$ cat src/source/bitsync_config.svh
// Bit synchronizer configuration
// Datapath widths, APB register map and lock averaging length

`ifndef BITSYNC_CONFIG_SVH
`define BITSYNC_CONFIG_SVH

// Datapath widths
`define SAMPLE_WIDTH    18
`define FREQ_WIDTH      32
`define LOCK_WIDTH      16

// Crossings averaged per lock test
`define AVG_LENGTH      16

// APB register map
`define APB_ADDR_WIDTH  4
`define REG_CTRL        4'h0
`define REG_GAINS       4'h4
`define REG_LOCK        4'h8
`define REG_STATUS      4'hc

`endif

$ cat src/source/bitsyncPkg.sv
// Bit synchronizer types
// Demod mode encoding and the packed structs shared by the datapath

`default_nettype none

`include "bitsync_config.svh"

package bitsyncPkg;

    typedef enum logic [1:0] {
        BPSK  = 2'd0,
        QPSK  = 2'd1,
        OQPSK = 2'd2
    } demodMode_t;

    // One baseband sample pair
    typedef struct packed {
        logic signed [`SAMPLE_WIDTH-1:0] i;
        logic signed [`SAMPLE_WIDTH-1:0] q;
    } iqSample_t;

    typedef struct packed {
        logic                       psel;
        logic                       penable;
        logic                       pwrite;
        logic [`APB_ADDR_WIDTH-1:0] paddr;
        logic [31:0]                pwdata;
    } apbRequest_t;

    typedef struct packed {
        logic       useSummer;
        demodMode_t demodMode;
        logic [4:0] propShift;
        logic [4:0] intShift;
        logic [14:0] lockCount;
    } bitsyncConfig_t;

    // Crossing error of both rails plus the I magnitudes for lock
    typedef struct packed {
        logic signed [`SAMPLE_WIDTH:0]   error;
        logic [`SAMPLE_WIDTH-1:0]        offMag;
        logic [`SAMPLE_WIDTH-1:0]        onMag;
        logic                            transition;
    } timingError_t;

endpackage

`default_nettype wire

$ cat src/source/bitsyncControl.sv
// Bit synchronizer control
// APB register file with zero wait states, and the half-symbol
// on-time/off-time phase state

`timescale 1ns/1ps
`default_nettype none

`include "bitsync_config.svh"

module bitsyncControl (
    input  logic                         sampleClk,
    input  logic                         reset,
    input  bitsyncPkg::apbRequest_t      apb,
    input  logic                         symTimes2Sync,
    input  logic                         bitsyncLock,
    input  logic [`LOCK_WIDTH-1:0]       lockCounter,
    output logic [31:0]                  prdata,
    output logic                         pready,
    output bitsyncPkg::bitsyncConfig_t   cfg,
    output logic                         onTime
);

    logic writeEn;

    assign writeEn = apb.psel && apb.penable && apb.pwrite;
    assign pready  = 1'b1;

    // **************************************************
    // Register writes
    // **************************************************
    always_ff @(posedge sampleClk) begin
        if (reset) begin
            cfg.useSummer <= 1'b0;
            cfg.demodMode <= bitsyncPkg::BPSK;
            cfg.propShift <= 5'd4;
            cfg.intShift  <= 5'd0;
            cfg.lockCount <= 15'd3;
        end else if (writeEn) begin
            case (apb.paddr)
                `REG_CTRL: begin
                    cfg.useSummer <= apb.pwdata[0];
                    cfg.demodMode <= bitsyncPkg::demodMode_t'(apb.pwdata[2:1]);
                end
                `REG_GAINS: begin
                    cfg.propShift <= apb.pwdata[4:0];
                    cfg.intShift  <= apb.pwdata[12:8];
                end
                `REG_LOCK: cfg.lockCount <= apb.pwdata[14:0];
                // STATUS is read only
                default: ;
            endcase
        end
    end

    // Read mux
    always_comb begin
        case (apb.paddr)
            `REG_CTRL:   prdata = {29'd0, cfg.demodMode, cfg.useSummer};
            `REG_GAINS:  prdata = {19'd0, cfg.intShift, 3'd0, cfg.propShift};
            `REG_LOCK:   prdata = {17'd0, cfg.lockCount};
            `REG_STATUS: prdata = {15'd0, bitsyncLock, lockCounter};
            default:     prdata = 32'd0;
        endcase
    end

    // **************************************************
    // Half-symbol phase, on-time first after reset
    // **************************************************
    always_ff @(posedge sampleClk) begin
        if (reset) begin
            onTime <= 1'b1;
        end else if (symTimes2Sync) begin
            onTime <= ~onTime;
        end
    end

    // Master must hold psel through the access phase
    apbEnableNeedsSelect: assert property (
        @(posedge sampleClk) disable iff (reset) apb.penable |-> apb.psel
    );

endmodule

`default_nettype wire

$ cat src/source/matchedSummer.sv
// Two-sample summing matched filter on I and Q
// Also delays Q by half a symbol for offset QPSK

`timescale 1ns/1ps
`default_nettype none

`include "bitsync_config.svh"

module matchedSummer (
    input  logic                         sampleClk,
    input  logic                         symTimes2Sync,
    input  bitsyncPkg::bitsyncConfig_t   cfg,
    input  bitsyncPkg::iqSample_t        rawIn,
    output bitsyncPkg::iqSample_t        mf
);

    localparam int SW = `SAMPLE_WIDTH;

    bitsyncPkg::iqSample_t delayed;
    bitsyncPkg::iqSample_t filtered;
    logic signed [SW-1:0]  qSkew;
    logic signed [SW:0]    iSum;
    logic signed [SW:0]    qSum;

    assign iSum = {delayed.i[SW-1], delayed.i} + {rawIn.i[SW-1], rawIn.i};
    assign qSum = {delayed.q[SW-1], delayed.q} + {rawIn.q[SW-1], rawIn.q};

    // Halved pairwise sum, or just the delayed sample
    always_comb begin
        if (cfg.useSummer) begin
            filtered.i = iSum[SW:1];
            filtered.q = qSum[SW:1];
        end else begin
            filtered = delayed;
        end
    end

    always_ff @(posedge sampleClk) begin
        if (symTimes2Sync) begin
            delayed <= rawIn;
            qSkew   <= filtered.q;
            mf.i    <= filtered.i;
            case (cfg.demodMode)
                bitsyncPkg::OQPSK: mf.q <= qSkew;
                // Single rail, both rails see I
                bitsyncPkg::BPSK:  mf.q <= filtered.i;
                default:           mf.q <= filtered.q;
            endcase
        end
    end

endmodule

`default_nettype wire

$ cat src/source/transitionDetector.sv
// Early/on/late zero-crossing timing error detector
// Forms the timing and DC offset errors and recovers on-time data

`timescale 1ns/1ps
`default_nettype none

`include "bitsync_config.svh"

module transitionDetector (
    input  logic                          sampleClk,
    input  logic                          reset,
    input  logic                          symTimes2Sync,
    input  logic                          onTime,
    input  bitsyncPkg::iqSample_t         mf,
    output bitsyncPkg::timingError_t      ted,
    output logic                          errorValid,
    output logic signed [`SAMPLE_WIDTH-1:0] offsetError,
    output logic signed [`SAMPLE_WIDTH-1:0] bsError,
    output bitsyncPkg::iqSample_t         symData,
    output logic                          bitDataI,
    output logic                          bitDataQ
);

    localparam int SW = `SAMPLE_WIDTH;

    // Sample history, late is the newest
    bitsyncPkg::iqSample_t late;
    bitsyncPkg::iqSample_t off;
    bitsyncPkg::iqSample_t early;

    logic signed [SW-1:0] iError;
    logic signed [SW-1:0] qError;
    logic                 iCross;
    logic                 offStrobe;

    // Zero unless the early and late signs differ
    function automatic logic signed [SW-1:0] railError(
        input logic signed [SW-1:0] earlySample,
        input logic signed [SW-1:0] lateSample,
        input logic signed [SW-1:0] offSample
    );
        if (earlySample[SW-1] == lateSample[SW-1]) begin
            return '0;
        end
        return earlySample[SW-1] ? offSample : -offSample;
    endfunction

    function automatic logic [SW-1:0] magnitude(input logic signed [SW-1:0] x);
        return x[SW-1] ? -x : x;
    endfunction

    assign iCross    = early.i[SW-1] != late.i[SW-1];
    assign iError    = railError(early.i, late.i, off.i);
    assign qError    = railError(early.q, late.q, off.q);
    assign offStrobe = symTimes2Sync && !onTime;

    // **************************************************
    // History, errors and recovered data
    // **************************************************
    always_ff @(posedge sampleClk) begin
        if (symTimes2Sync) begin
            late  <= mf;
            off   <= late;
            early <= off;
        end
        if (symTimes2Sync && onTime) begin
            symData  <= off;
            bitDataI <= off.i[SW-1];
            bitDataQ <= off.q[SW-1];
        end
        if (offStrobe) begin
            ted.error      <= {iError[SW-1], iError} + {qError[SW-1], qError};
            ted.offMag     <= magnitude(iError);
            ted.onMag      <= magnitude(early.i);
            ted.transition <= iCross;
            offsetError    <= iCross ? off.i : '0;
        end
    end

    always_ff @(posedge sampleClk) begin
        if (reset) begin
            errorValid <= 1'b0;
        end else begin
            errorValid <= offStrobe;
        end
    end

    // Halved with rounding
    assign bsError = ted.error[SW:1] + {{(SW-1){1'b0}}, ted.error[0]};

    // One error per symbol needs the phase to alternate
    errorValidSpacing: assert property (
        @(posedge sampleClk) disable iff (reset) errorValid |=> !errorValid
    );

endmodule

`default_nettype wire

$ cat src/source/loopFilter.sv
// Proportional-integral loop filter
// Turns the timing error into the sample frequency word that steers
// the resampler

`timescale 1ns/1ps
`default_nettype none

`include "bitsync_config.svh"

module loopFilter (
    input  logic                          sampleClk,
    input  logic                          reset,
    input  logic                          errorValid,
    input  logic signed [`SAMPLE_WIDTH:0] error,
    input  logic [4:0]                    propShift,
    input  logic [4:0]                    intShift,
    output logic [`FREQ_WIDTH-1:0]        sampleFreq
);

    localparam int FW = `FREQ_WIDTH;

    logic signed [FW-1:0] integrator;
    logic signed [FW-1:0] errorExt;
    logic signed [FW-1:0] nextIntegrator;
    logic signed [FW-1:0] propTerm;

    // Sign extension into the frequency word
    assign errorExt       = error;
    assign nextIntegrator = integrator + (errorExt <<< intShift);
    assign propTerm       = errorExt <<< propShift;

    always_ff @(posedge sampleClk) begin
        if (reset) begin
            integrator <= '0;
            sampleFreq <= '0;
        end else if (errorValid) begin
            integrator <= nextIntegrator;
            sampleFreq <= nextIntegrator + propTerm;
        end
    end

endmodule

`default_nettype wire

$ cat src/source/lockDetector.sv
// Lock detector
// Averages crossing error against on-time magnitude over a block of
// crossings, then steps an up/down lock counter with hysteresis

`timescale 1ns/1ps
`default_nettype none

`include "bitsync_config.svh"

module lockDetector (
    input  logic                       sampleClk,
    input  logic                       reset,
    input  logic                       errorValid,
    input  bitsyncPkg::timingError_t   ted,
    input  logic [14:0]                lockCount,
    output logic                       bitsyncLock,
    output logic [`LOCK_WIDTH-1:0]     lockCounter
);

    localparam int AW = `SAMPLE_WIDTH + $clog2(`AVG_LENGTH);
    localparam int CW = $clog2(`AVG_LENGTH) + 1;
    localparam int LW = `LOCK_WIDTH;

    logic [AW-1:0] offSum;
    logic [AW-1:0] onSum;
    logic [CW-1:0] avgCount;
    logic [LW:0]   lockMinus;
    logic          eyeClosed;

    // Borrow out of bit LW marks the wrap below zero
    assign lockMinus = {1'b0, lockCounter} - 1'b1;
    assign eyeClosed = offSum[AW-1 -: 8] > {1'b0, onSum[AW-1 -: 7]};

    always_ff @(posedge sampleClk) begin
        if (reset) begin
            offSum      <= '0;
            onSum       <= '0;
            avgCount    <= CW'(`AVG_LENGTH);
            bitsyncLock <= 1'b0;
            lockCounter <= '0;
        end else if (errorValid) begin
            if (avgCount == '0) begin
                // Test the block, then start a new one
                offSum   <= '0;
                onSum    <= '0;
                avgCount <= CW'(`AVG_LENGTH);
                if (eyeClosed) begin
                    if (lockMinus[LW]) begin
                        bitsyncLock <= 1'b0;
                        lockCounter <= '0;
                    end else begin
                        lockCounter <= lockMinus[LW-1:0];
                    end
                end else if (lockCounter == LW'(lockCount)) begin
                    bitsyncLock <= 1'b1;
                    lockCounter <= '0;
                end else begin
                    lockCounter <= lockCounter + 1'b1;
                end
            end else if (ted.transition) begin
                offSum   <= offSum + AW'(ted.offMag);
                onSum    <= onSum + AW'(ted.onMag);
                avgCount <= avgCount - 1'b1;
            end
        end
    end

endmodule

`default_nettype wire

$ cat src/source/bitsync.sv
// Dual-rail PSK symbol timing synchronizer, two samples per symbol
// Matched filter, crossing detector, loop filter, lock and APB control

`timescale 1ns/1ps
`default_nettype none

module bitsync (
    input  logic                    sampleClk,
    input  logic                    reset,
    input  logic                    symTimes2Sync,
    input  bitsyncPkg::apbRequest_t apb,
    input  bitsyncPkg::iqSample_t   rawIn,
    output logic [31:0]             prdata,
    output logic                    pready,
    output logic [31:0]             sampleFreq,
    output logic signed [17:0]      offsetError,
    output logic                    offsetErrorEn,
    output logic signed [17:0]      bsError,
    output logic                    bsErrorEn,
    output bitsyncPkg::iqSample_t   symData,
    output logic                    bitDataI,
    output logic                    bitDataQ,
    output logic                    iSymEn,
    output logic                    qSymEn,
    output logic                    sym2xEn,
    output logic                    bitsyncLock
);

    bitsyncPkg::bitsyncConfig_t cfg;
    bitsyncPkg::iqSample_t      mf;
    bitsyncPkg::timingError_t   ted;
    logic                       onTime;
    logic                       errorValid;
    logic [15:0]                lockCounter;

    bitsyncControl control (
        .sampleClk(sampleClk), .reset(reset), .apb(apb), .symTimes2Sync(symTimes2Sync),
        .bitsyncLock(bitsyncLock), .lockCounter(lockCounter),
        .prdata(prdata), .pready(pready), .cfg(cfg), .onTime(onTime)
    );

    matchedSummer summer (
        .sampleClk(sampleClk), .symTimes2Sync(symTimes2Sync), .cfg(cfg),
        .rawIn(rawIn), .mf(mf)
    );

    transitionDetector detector (
        .sampleClk(sampleClk), .reset(reset), .symTimes2Sync(symTimes2Sync),
        .onTime(onTime), .mf(mf), .ted(ted), .errorValid(errorValid),
        .offsetError(offsetError), .bsError(bsError), .symData(symData),
        .bitDataI(bitDataI), .bitDataQ(bitDataQ)
    );

    loopFilter sampleLoop (
        .sampleClk(sampleClk), .reset(reset), .errorValid(errorValid),
        .error(ted.error), .propShift(cfg.propShift), .intShift(cfg.intShift),
        .sampleFreq(sampleFreq)
    );

    lockDetector lock (
        .sampleClk(sampleClk), .reset(reset), .errorValid(errorValid), .ted(ted),
        .lockCount(cfg.lockCount), .bitsyncLock(bitsyncLock), .lockCounter(lockCounter)
    );

    // Symbol enables, both rails share one clock
    assign iSymEn        = symTimes2Sync & onTime;
    assign qSymEn        = symTimes2Sync & onTime;
    assign sym2xEn       = symTimes2Sync;
    assign offsetErrorEn = errorValid;
    assign bsErrorEn     = errorValid;

endmodule

`default_nettype wire

$ cat config.mk
export PLATFORM = sky130hd
export DESIGN_NAME = bitsync
export DESIGN_NICKNAME = d
export VERILOG_FILES = /design/src/source/bitsyncPkg.sv /design/src/source/bitsyncControl.sv /design/src/source/matchedSummer.sv /design/src/source/transitionDetector.sv /design/src/source/loopFilter.sv /design/src/source/lockDetector.sv /design/src/source/bitsync.sv
export VERILOG_INCLUDE_DIRS = /design/src /design/src/source
export SDC_FILE = /design/constraint.sdc
export NUM_CORES = 1
export LEC_CHECK = 0
export ABC_AREA = 1
export BUFFER_PORTS_ARGS = -buffer_cell sky130_fd_sc_hd__buf_2
export CAP_MARGIN = 20
export CORE_MARGIN = 4
export CORE_UTILIZATION = 60
export DETAILED_ROUTE_END_ITERATION = 6
export PLACE_DENSITY = 0.79
export RECOVER_POWER = 50
export REMOVE_ABC_BUFFERS = 1
export SLEW_MARGIN = 5
export SYNTH_ARGS = -nofsm -noshare
export SYNTH_HDL_FRONTEND = slang
export SYNTH_HIERARCHICAL = 1
export SYNTH_SLANG_ARGS = --single-unit
$ cat constraint.sdc
create_clock -name sampleClk -period 9.03 [get_ports sampleClk]
set_clock_uncertainty 0.15 [all_clocks]
set_input_delay 1.806 -clock sampleClk [delete_from_list [all_inputs] [get_ports sampleClk]]
set_output_delay 1.806 -clock sampleClk [all_outputs]
set_load 0.01 [all_outputs]
==> results of run 1 <==
## registers in the layout, summed over array words and instances (netlist names)
signal / cells
summer/qSkew: 18
detector/late: 36
detector/ted: 56
sampleLoop/sampleFreq: 32
summer/mf: 36
detector/off: 36
detector/early: 19
control/cfg: 28
lock/bitsyncLock: 1
control/onTime: 1
detector/offsetError: 18
lock/onSum: 22
summer/delayed: 36
detector/symData: 36
lock/avgCount: 5
detector/errorValid: 1
sampleLoop/integrator: 32
lock/offSum: 22
lock/lockCounter: 16
## Yosys cell counts, types with 10 or more instances
master	count
nor2_4	13
nor2_1	485
buf_2	33
nand2_1	1262
nor3_1	30
nor2_2	32
xnor2_1	35
nand3_2	25
or2_2	32
a21oi_1	252
xor2_1	108
edfxtp_1	291
o21ai_0	194
clkbuf_1	48
ha_1	165
nand2_2	61
nand3_1	415
buf_4	39
nand4_1	48
inv_2	38
o21ai_1	20
nand3b_1	18
and2_1	29
nor3_2	10
inv_1	499
dfxtp_1	160
o211ai_1	14
## critical path: cells and delay by family, from the launching register on
kind | cells | cell delay [ps]
simple gates | 18 | 2080
xor+xnor | 1 | 350
fa+ha+maj | 2 | 710
flops | 1 | 1000
compound gates | 5 | 1460
buf+inv | 2 | 450
## placed cells by master, fill, tap and decap left out, drive strengths merged, types with 34 or more instances in the layout
cell / instances
a21oi: 258
buf: 135
clkbuf: 133
dfxtp: 160
edfxtp: 291
ha: 165
inv: 542
nand2: 1328
nand3: 441
nand4: 49
nor2: 531
nor3: 40
o21ai: 222
or2: 34
xnor2: 36
xor2: 108
## layer usage
metal | track usage (%) | vias up
met5 | 0 | -
met3 | 5.21 | 216
li1 | - | 14900
met2 | 47.7 | 980
met1 | 38.8 | 13500
met4 | 12.4 | 0
## worst paths after layout
check                           slack [ps]                         to        startpoint  depth (start not counted)
worst max-delay path                  2710  sampleLoop/sampleFreq[29]   control/cfg[15]                         28
worst min-delay path                   260            detector/off[4]  detector/late[4]                          0
worst max register to register        2710  sampleLoop/sampleFreq[29]   control/cfg[15]                         28
worst min register to register         260            detector/off[4]  detector/late[4]                          0
## through the flow
stage | hold WS, ps | area [µm²]
final | 257 | 35000
after global routing | 266 | 35000
after CTS | 259 | 35100
after detailed placement | 255 | 33500
after global placement | 250 | 33500
after floorplan | 250 | 31500
## cell type report
| class | count | share of cell area (%) |
|---|---|---|
| multi-input cells | 3372 | 49.9 |
| inverters | 546 | 5.89 |
| clock inverters | 33 | 1.13 |
| diodes | 1 | 0.00715 |
| repair buffers | 211 | 2.90 |
| clock buffers | 57 | 3.59 |
| flip-flops and latches | 451 | 34.2 |
| well taps | 688 | 2.46 |
## power breakdown
group | switching (W) | internal, W
combinational | 0.000859 | 0.000423
clock | 0.000857 | 0.00121
sequential | 0.0000773 | 0.00234
## logic make-up (layout without fill, tap and decap cells)
logic type	count (synthesis)	in the layout	synth area share [%]
simple gates	2487	2487	33.9
buf+inv	690	847	9.06
compound gates	550	550	9.25
flops	451	451	36.9
fa+ha+maj	172	172	6.82
xor+xnor	144	144	3.92
mux	3	3	0.0929
other cells	2	17	0.0232
==> metrics.yaml, run 1 <==
synthesis:
  yosys.area.top_type: "edfxtp_1"
  synthArstFlopShare_pct: 0
  synth_area_mm2: 0.0323
  yosysSeqAreaShare_pct: 36.9
  synth-seq-cells: 451
  yosysUniqueCellTypes: 71
  synth_top_area_share_pct: 27.0
  synthCells: 4499
  yosys_warnings: 6
  synth-edff-count: 291
  synth_area_leaders: "edfxtp_1 27%, nand2_1 15%, dfxtp_1 9.9%"
  syn_area_per_cell_um2: 7.19
  synth_flop_cell: "edfxtp_1"
floorplanning:
  boundaryPins: 223
  die_w_um: 240
  coreArea_mm2: 0.0530
  die_area_mm2: 0.0577
  rows: 84
  initial_core_util_pct: 61.0
  fp.dieH_um: 240
sta:
  fin_setup_tns_ps: 0
  slew_headroom_pct: -31.9
  fmax_mhz: 158
  finalMaxSlewViolations: 100
  setup_ws_ps: 2710
  finalHoldViolations: 0
  period_minus_slack_ps: 6320
  worst-slew-pin-transition_ps: 1980
  finalSetupViolCount: 0
  rsz0062_at_grt: "no"
  min_period_over_period_pct: 70.0
clock_tree:
  clkLatencyLatePin_ps: 610
  ctsLongestPathBuffers: 3
  cts_root_buf: "clkbuf_16"
  h-tree-depth: 2
  cts_tree: "done"
  cts_setup_buffers: 0
  cts_hold_buf: 0
  clk_pin_slew_ps: 60
  clock-sinks: 451
  cts_resized: 0
  numCtsBuffers: 49
routing:
  num_vias: 29600
  ant_nets: 0
  drtIter0Drc: 2589
  routed_wl_um: 86500
  highest_layer: "met4"
  wl_met2_um: 39300
  remaining_drc_errors: 21
  met3_length_um: 6390
  via_per_inst: 5.52
  wire_per_inst_um: 16.1
  wl_met1_um: 36700
  first_pass_iters: 7
critical_path:
  crit_path_end_kind: "flop"
  cp-start-kind: "flop"
  slowest_stage: "dfxtp_1"
  crit_required_ps: 9380
  arrival_ps: 6670
  crit_fanout: 30
  path_class: "flop to flop"
  cpMostUsedCell: "nand2_1"
  max_stage_delay_ps: 1000
run:
  maxCapViolCount: 3
cells_and_area:
  fin_util_pct: 66.0
  multiInputGateArea_mm2: 0.0174
  seqCellArea_mm2: 0.0119
  drive_above_1_share_pct: 9.25
  layout.nets: 4881
  fill_cells: 4709
  stdcell_count: 5359
  syn_to_final_growth_pct: 8.19
worst_hold_path:
  min-delay-path-class: "flop to flop"
power:
  ir_drop_v: 0.000273
  power_density_mw_per_mm2: 165
  p_total_w: 0.00576
  leakagePower_nw: 16.7
global_routing:
  grt_pass1_wl_um: 137000
  antenna_found_initial: 0
  grtUsageTotal_pct: 29.3
  grt-ovfl-total: 0
  first_global_vias: 27000
  grt_max_degree: 102
placed_design:
  io_buffers: 189
  dpl.cell_count: 5266
  pre_cts_ws_ps: 2850
  gp_congestion: 1.01
  dpl.hpwl_um: 66300
run_status:
  outcome: "complete, but fails checks"
  violations: "design-rule violations, max-capacitance violations, max-slew violations"
Power figures use the tool's default switching activity.
==> run 2: changes to the inputs <==
Settings changed: CORE_UTILIZATION 60 to 56, PLACE_DENSITY 0.79 to 0.78.
Clock period 9.03 ns to 5.65 ns, I/O delays scaled along.
==> run 2 against run 1 <==
Global-route usage decreased by 1.7 points. Fmax up 21%. Non-clock buffer count rose by 11. Largest power group unchanged. Critical path type unchanged. The run ends with max-capacitance violations, max-slew violations left.
==> metrics.yaml, run 2 (synthesis gave the netlist of run 1 again) <==
critical_path:
  crit_required_ps: 5990  # -3390 ps
  cp-start-kind: "flop"
  path_class: "flop to flop"
  max_stage_delay_ps: 410  # -590 ps
  crit_fanout: 27  # -10%
  crit_path_end_kind: "flop"
  crit_family: "simple AND/OR/NAND/NOR gates"
  reg2reg_setup_slack_ps: 430  # -2270 ps
  arrival_ps: 5550  # -1120 ps
  path_buf_inv: 6  # +4
  reg2reg_to: "sampleLoop/sampleFreq[31]"
  cpMostUsedCell: "nand2_1"
  crit_start: "control/cfg[15]"
  r2r.worst_path.cells: 36  # +29%
  r2r-start: "control/cfg[15]"
  slowest_stage: "dfxtp_2"
clock_tree:
  h-tree-depth: 2  # unchanged
  cts_tree: "done"
  cts_hold_buf: 0  # unchanged
  clkLatencyLatePin_ps: 630  # +20 ps
  clk_pin_slew_ps: 60  # about the same
  clock-sinks: 451  # unchanged
  cts_root_buf: "clkbuf_16"
  ctsLongestPathBuffers: 3  # unchanged
  numCtsBuffers: 50  # +2.0%
routing:
  num_vias: 29400  # -0.48%
  ant_nets: 0  # unchanged
  first_pass_iters: 6  # -1
  remaining_drc_errors: 0  # -100%
  drtIter0Drc: 2603  # +0.54%
  wire_per_inst_um: 16.0  # -1.0%
  via_per_inst: 5.41  # -2.0%
  routed_wl_um: 86900  # +0.51%
sta:
  finalMaxSlewViolations: 249  # +150%
  hold_ws_ps: 259  # +1.75 ps
  min_period_over_period_pct: 92.3  # +22 points
  slew_headroom_pct: -94.6  # -63 points
  fmax_mhz: 192  # +21%
  period_minus_slack_ps: 5220  # -1110 ps
  worst-slew-pin-transition_ps: 2920  # +941 ps
  finalSetupViolCount: 0  # unchanged
  finalHoldViolations: 0  # unchanged
  setup_ws_ps: 434  # -2270 ps
  fin_setup_tns_ps: 0  # unchanged
cells_and_area:
  largest_register_ffs: 56  # unchanged
  final_cell_mix: "1262 x nand2_1, 497 x inv_1, 482 x nor2_1, 414 x nand3_1, 291 x edfxtp_1"
  layout.nets: 4896  # +0.31%
  drive_above_1_share_pct: 11.2  # +1.9 points
  top_register: "detector/ted"
  mostFrequentLayoutCell: "nand2_1"
  final_area_mm2: 0.0353  # +1.1%
  syn_to_final_growth_pct: 9.34
  diodes: 0  # -1
  fin_util_pct: 62.2  # -3.8 points
placed_design:
  dpl.hpwl_um: 66300  # about the same
  dpl_cell_area_mm2: 0.0336  # +0.46%
  io_buffers: 189  # unchanged
  gp_congestion: 0.984  # -2.8%
  pre_cts_ws_ps: 240  # -2610 ps
global_routing:
  grt_max_degree: 131  # +28%
  grt-ovfl-total: 0  # unchanged
  grtUsageTotal_pct: 27.6  # -1.7 points
  antenna_found_initial: 1  # +1
  first_global_vias: 27300  # +1.3%
  grt_pass1_wl_um: 138000  # +0.28%
run_status:
  outcome: "complete, but fails checks"
  violations: "max-capacitance violations, max-slew violations"
floorplanning:
  fp.dieH_um: 248  # +3.4%
  coreArea_mm2: 0.0568  # +7.3%
  die_area_mm2: 0.0616  # +6.9%
  die_w_um: 248  # +3.4%
  boundaryPins: 223  # unchanged
  initial_core_util_pct: 56.9  # -4.1 points
  rows: 87  # +3.6%
power:
  ir_drop_v: 0.000280  # +2.4%
  power_density_mw_per_mm2: 260  # +58%
  leakagePower_nw: 17.0  # +1.4%
worst_hold_path:
  min_path_cells: 0  # unchanged
  hold_start: "summer/mf[3]"
  min_to: "detector/late[3]"
  min-delay-path-class: "flop to flop"
run:
  maxCapViolCount: 3  # unchanged
[run 2: layout make-up]
type	count	area, µm²
Multi-Input combinational cell	3372	17500
Inverter	546	2070
Timing Repair inverter	3	17.5
Fill cell	5201	21500
Tap cell	756	946
Clock buffer	64	1340
Timing Repair Buffer	222	1160
Sequential cell	451	11900
Clock inverter	28	327
[run 2: timing repair]
| item | 4_1_cts | 5_1_grt |
|---|---|---|
| gates resized for setup | 0 | 27 |
| setup endpoints to repair | 0 | 8 |
| setup buffers | 0 | 4 |
[run 2: report_power, final]
group / leakage (nW) / internal [W] / switching [W]
logic: 12.0 / 0.000692 / 0.00139
clock network: 0.806 / 0.00189 / 0.00138
registers: 4.10 / 0.00373 / 0.000125
[run 2: per-stage QoR]
stage	cells	power [W]
after floorplan	4369	0.00535
after global placement	5341	0.00592
after detailed placement	5342	0.00595
after CTS	5434	0.00924
after global routing	5442	0.00969
final	5442	0.00921
[run 2: worst max path at each step]
| stage | endpoint | cells past startpoint | slack, ps |
|---|---|---|---|
| 2_1_floorplan | detector/offsetError[0] | 2 | 700 |
| 3_3_place_gp | sampleLoop/sampleFreq[31] | 35 | 380 |
| 3_5_place_dp | sampleLoop/sampleFreq[31] | 35 | 240 |
| 4_1_cts | sampleLoop/sampleFreq[31] | 35 | 170 |
| 5_1_grt | sampleLoop/sampleFreq[29] | 33 | -8 |
| 6_report | sampleLoop/sampleFreq[31] | 36 | 430 |
[run 2: routing by layer]
metal / vias up / wire, µm / global-route usage [%]
met5: - / 0 / 0
met2: 963 / 40100 / 46.4
li1: 14900 / - / -
met4: 0 / 4130 / 12.3
met1: 13300 / 36800 / 35.5
met3: 209 / 5900 / 4.10
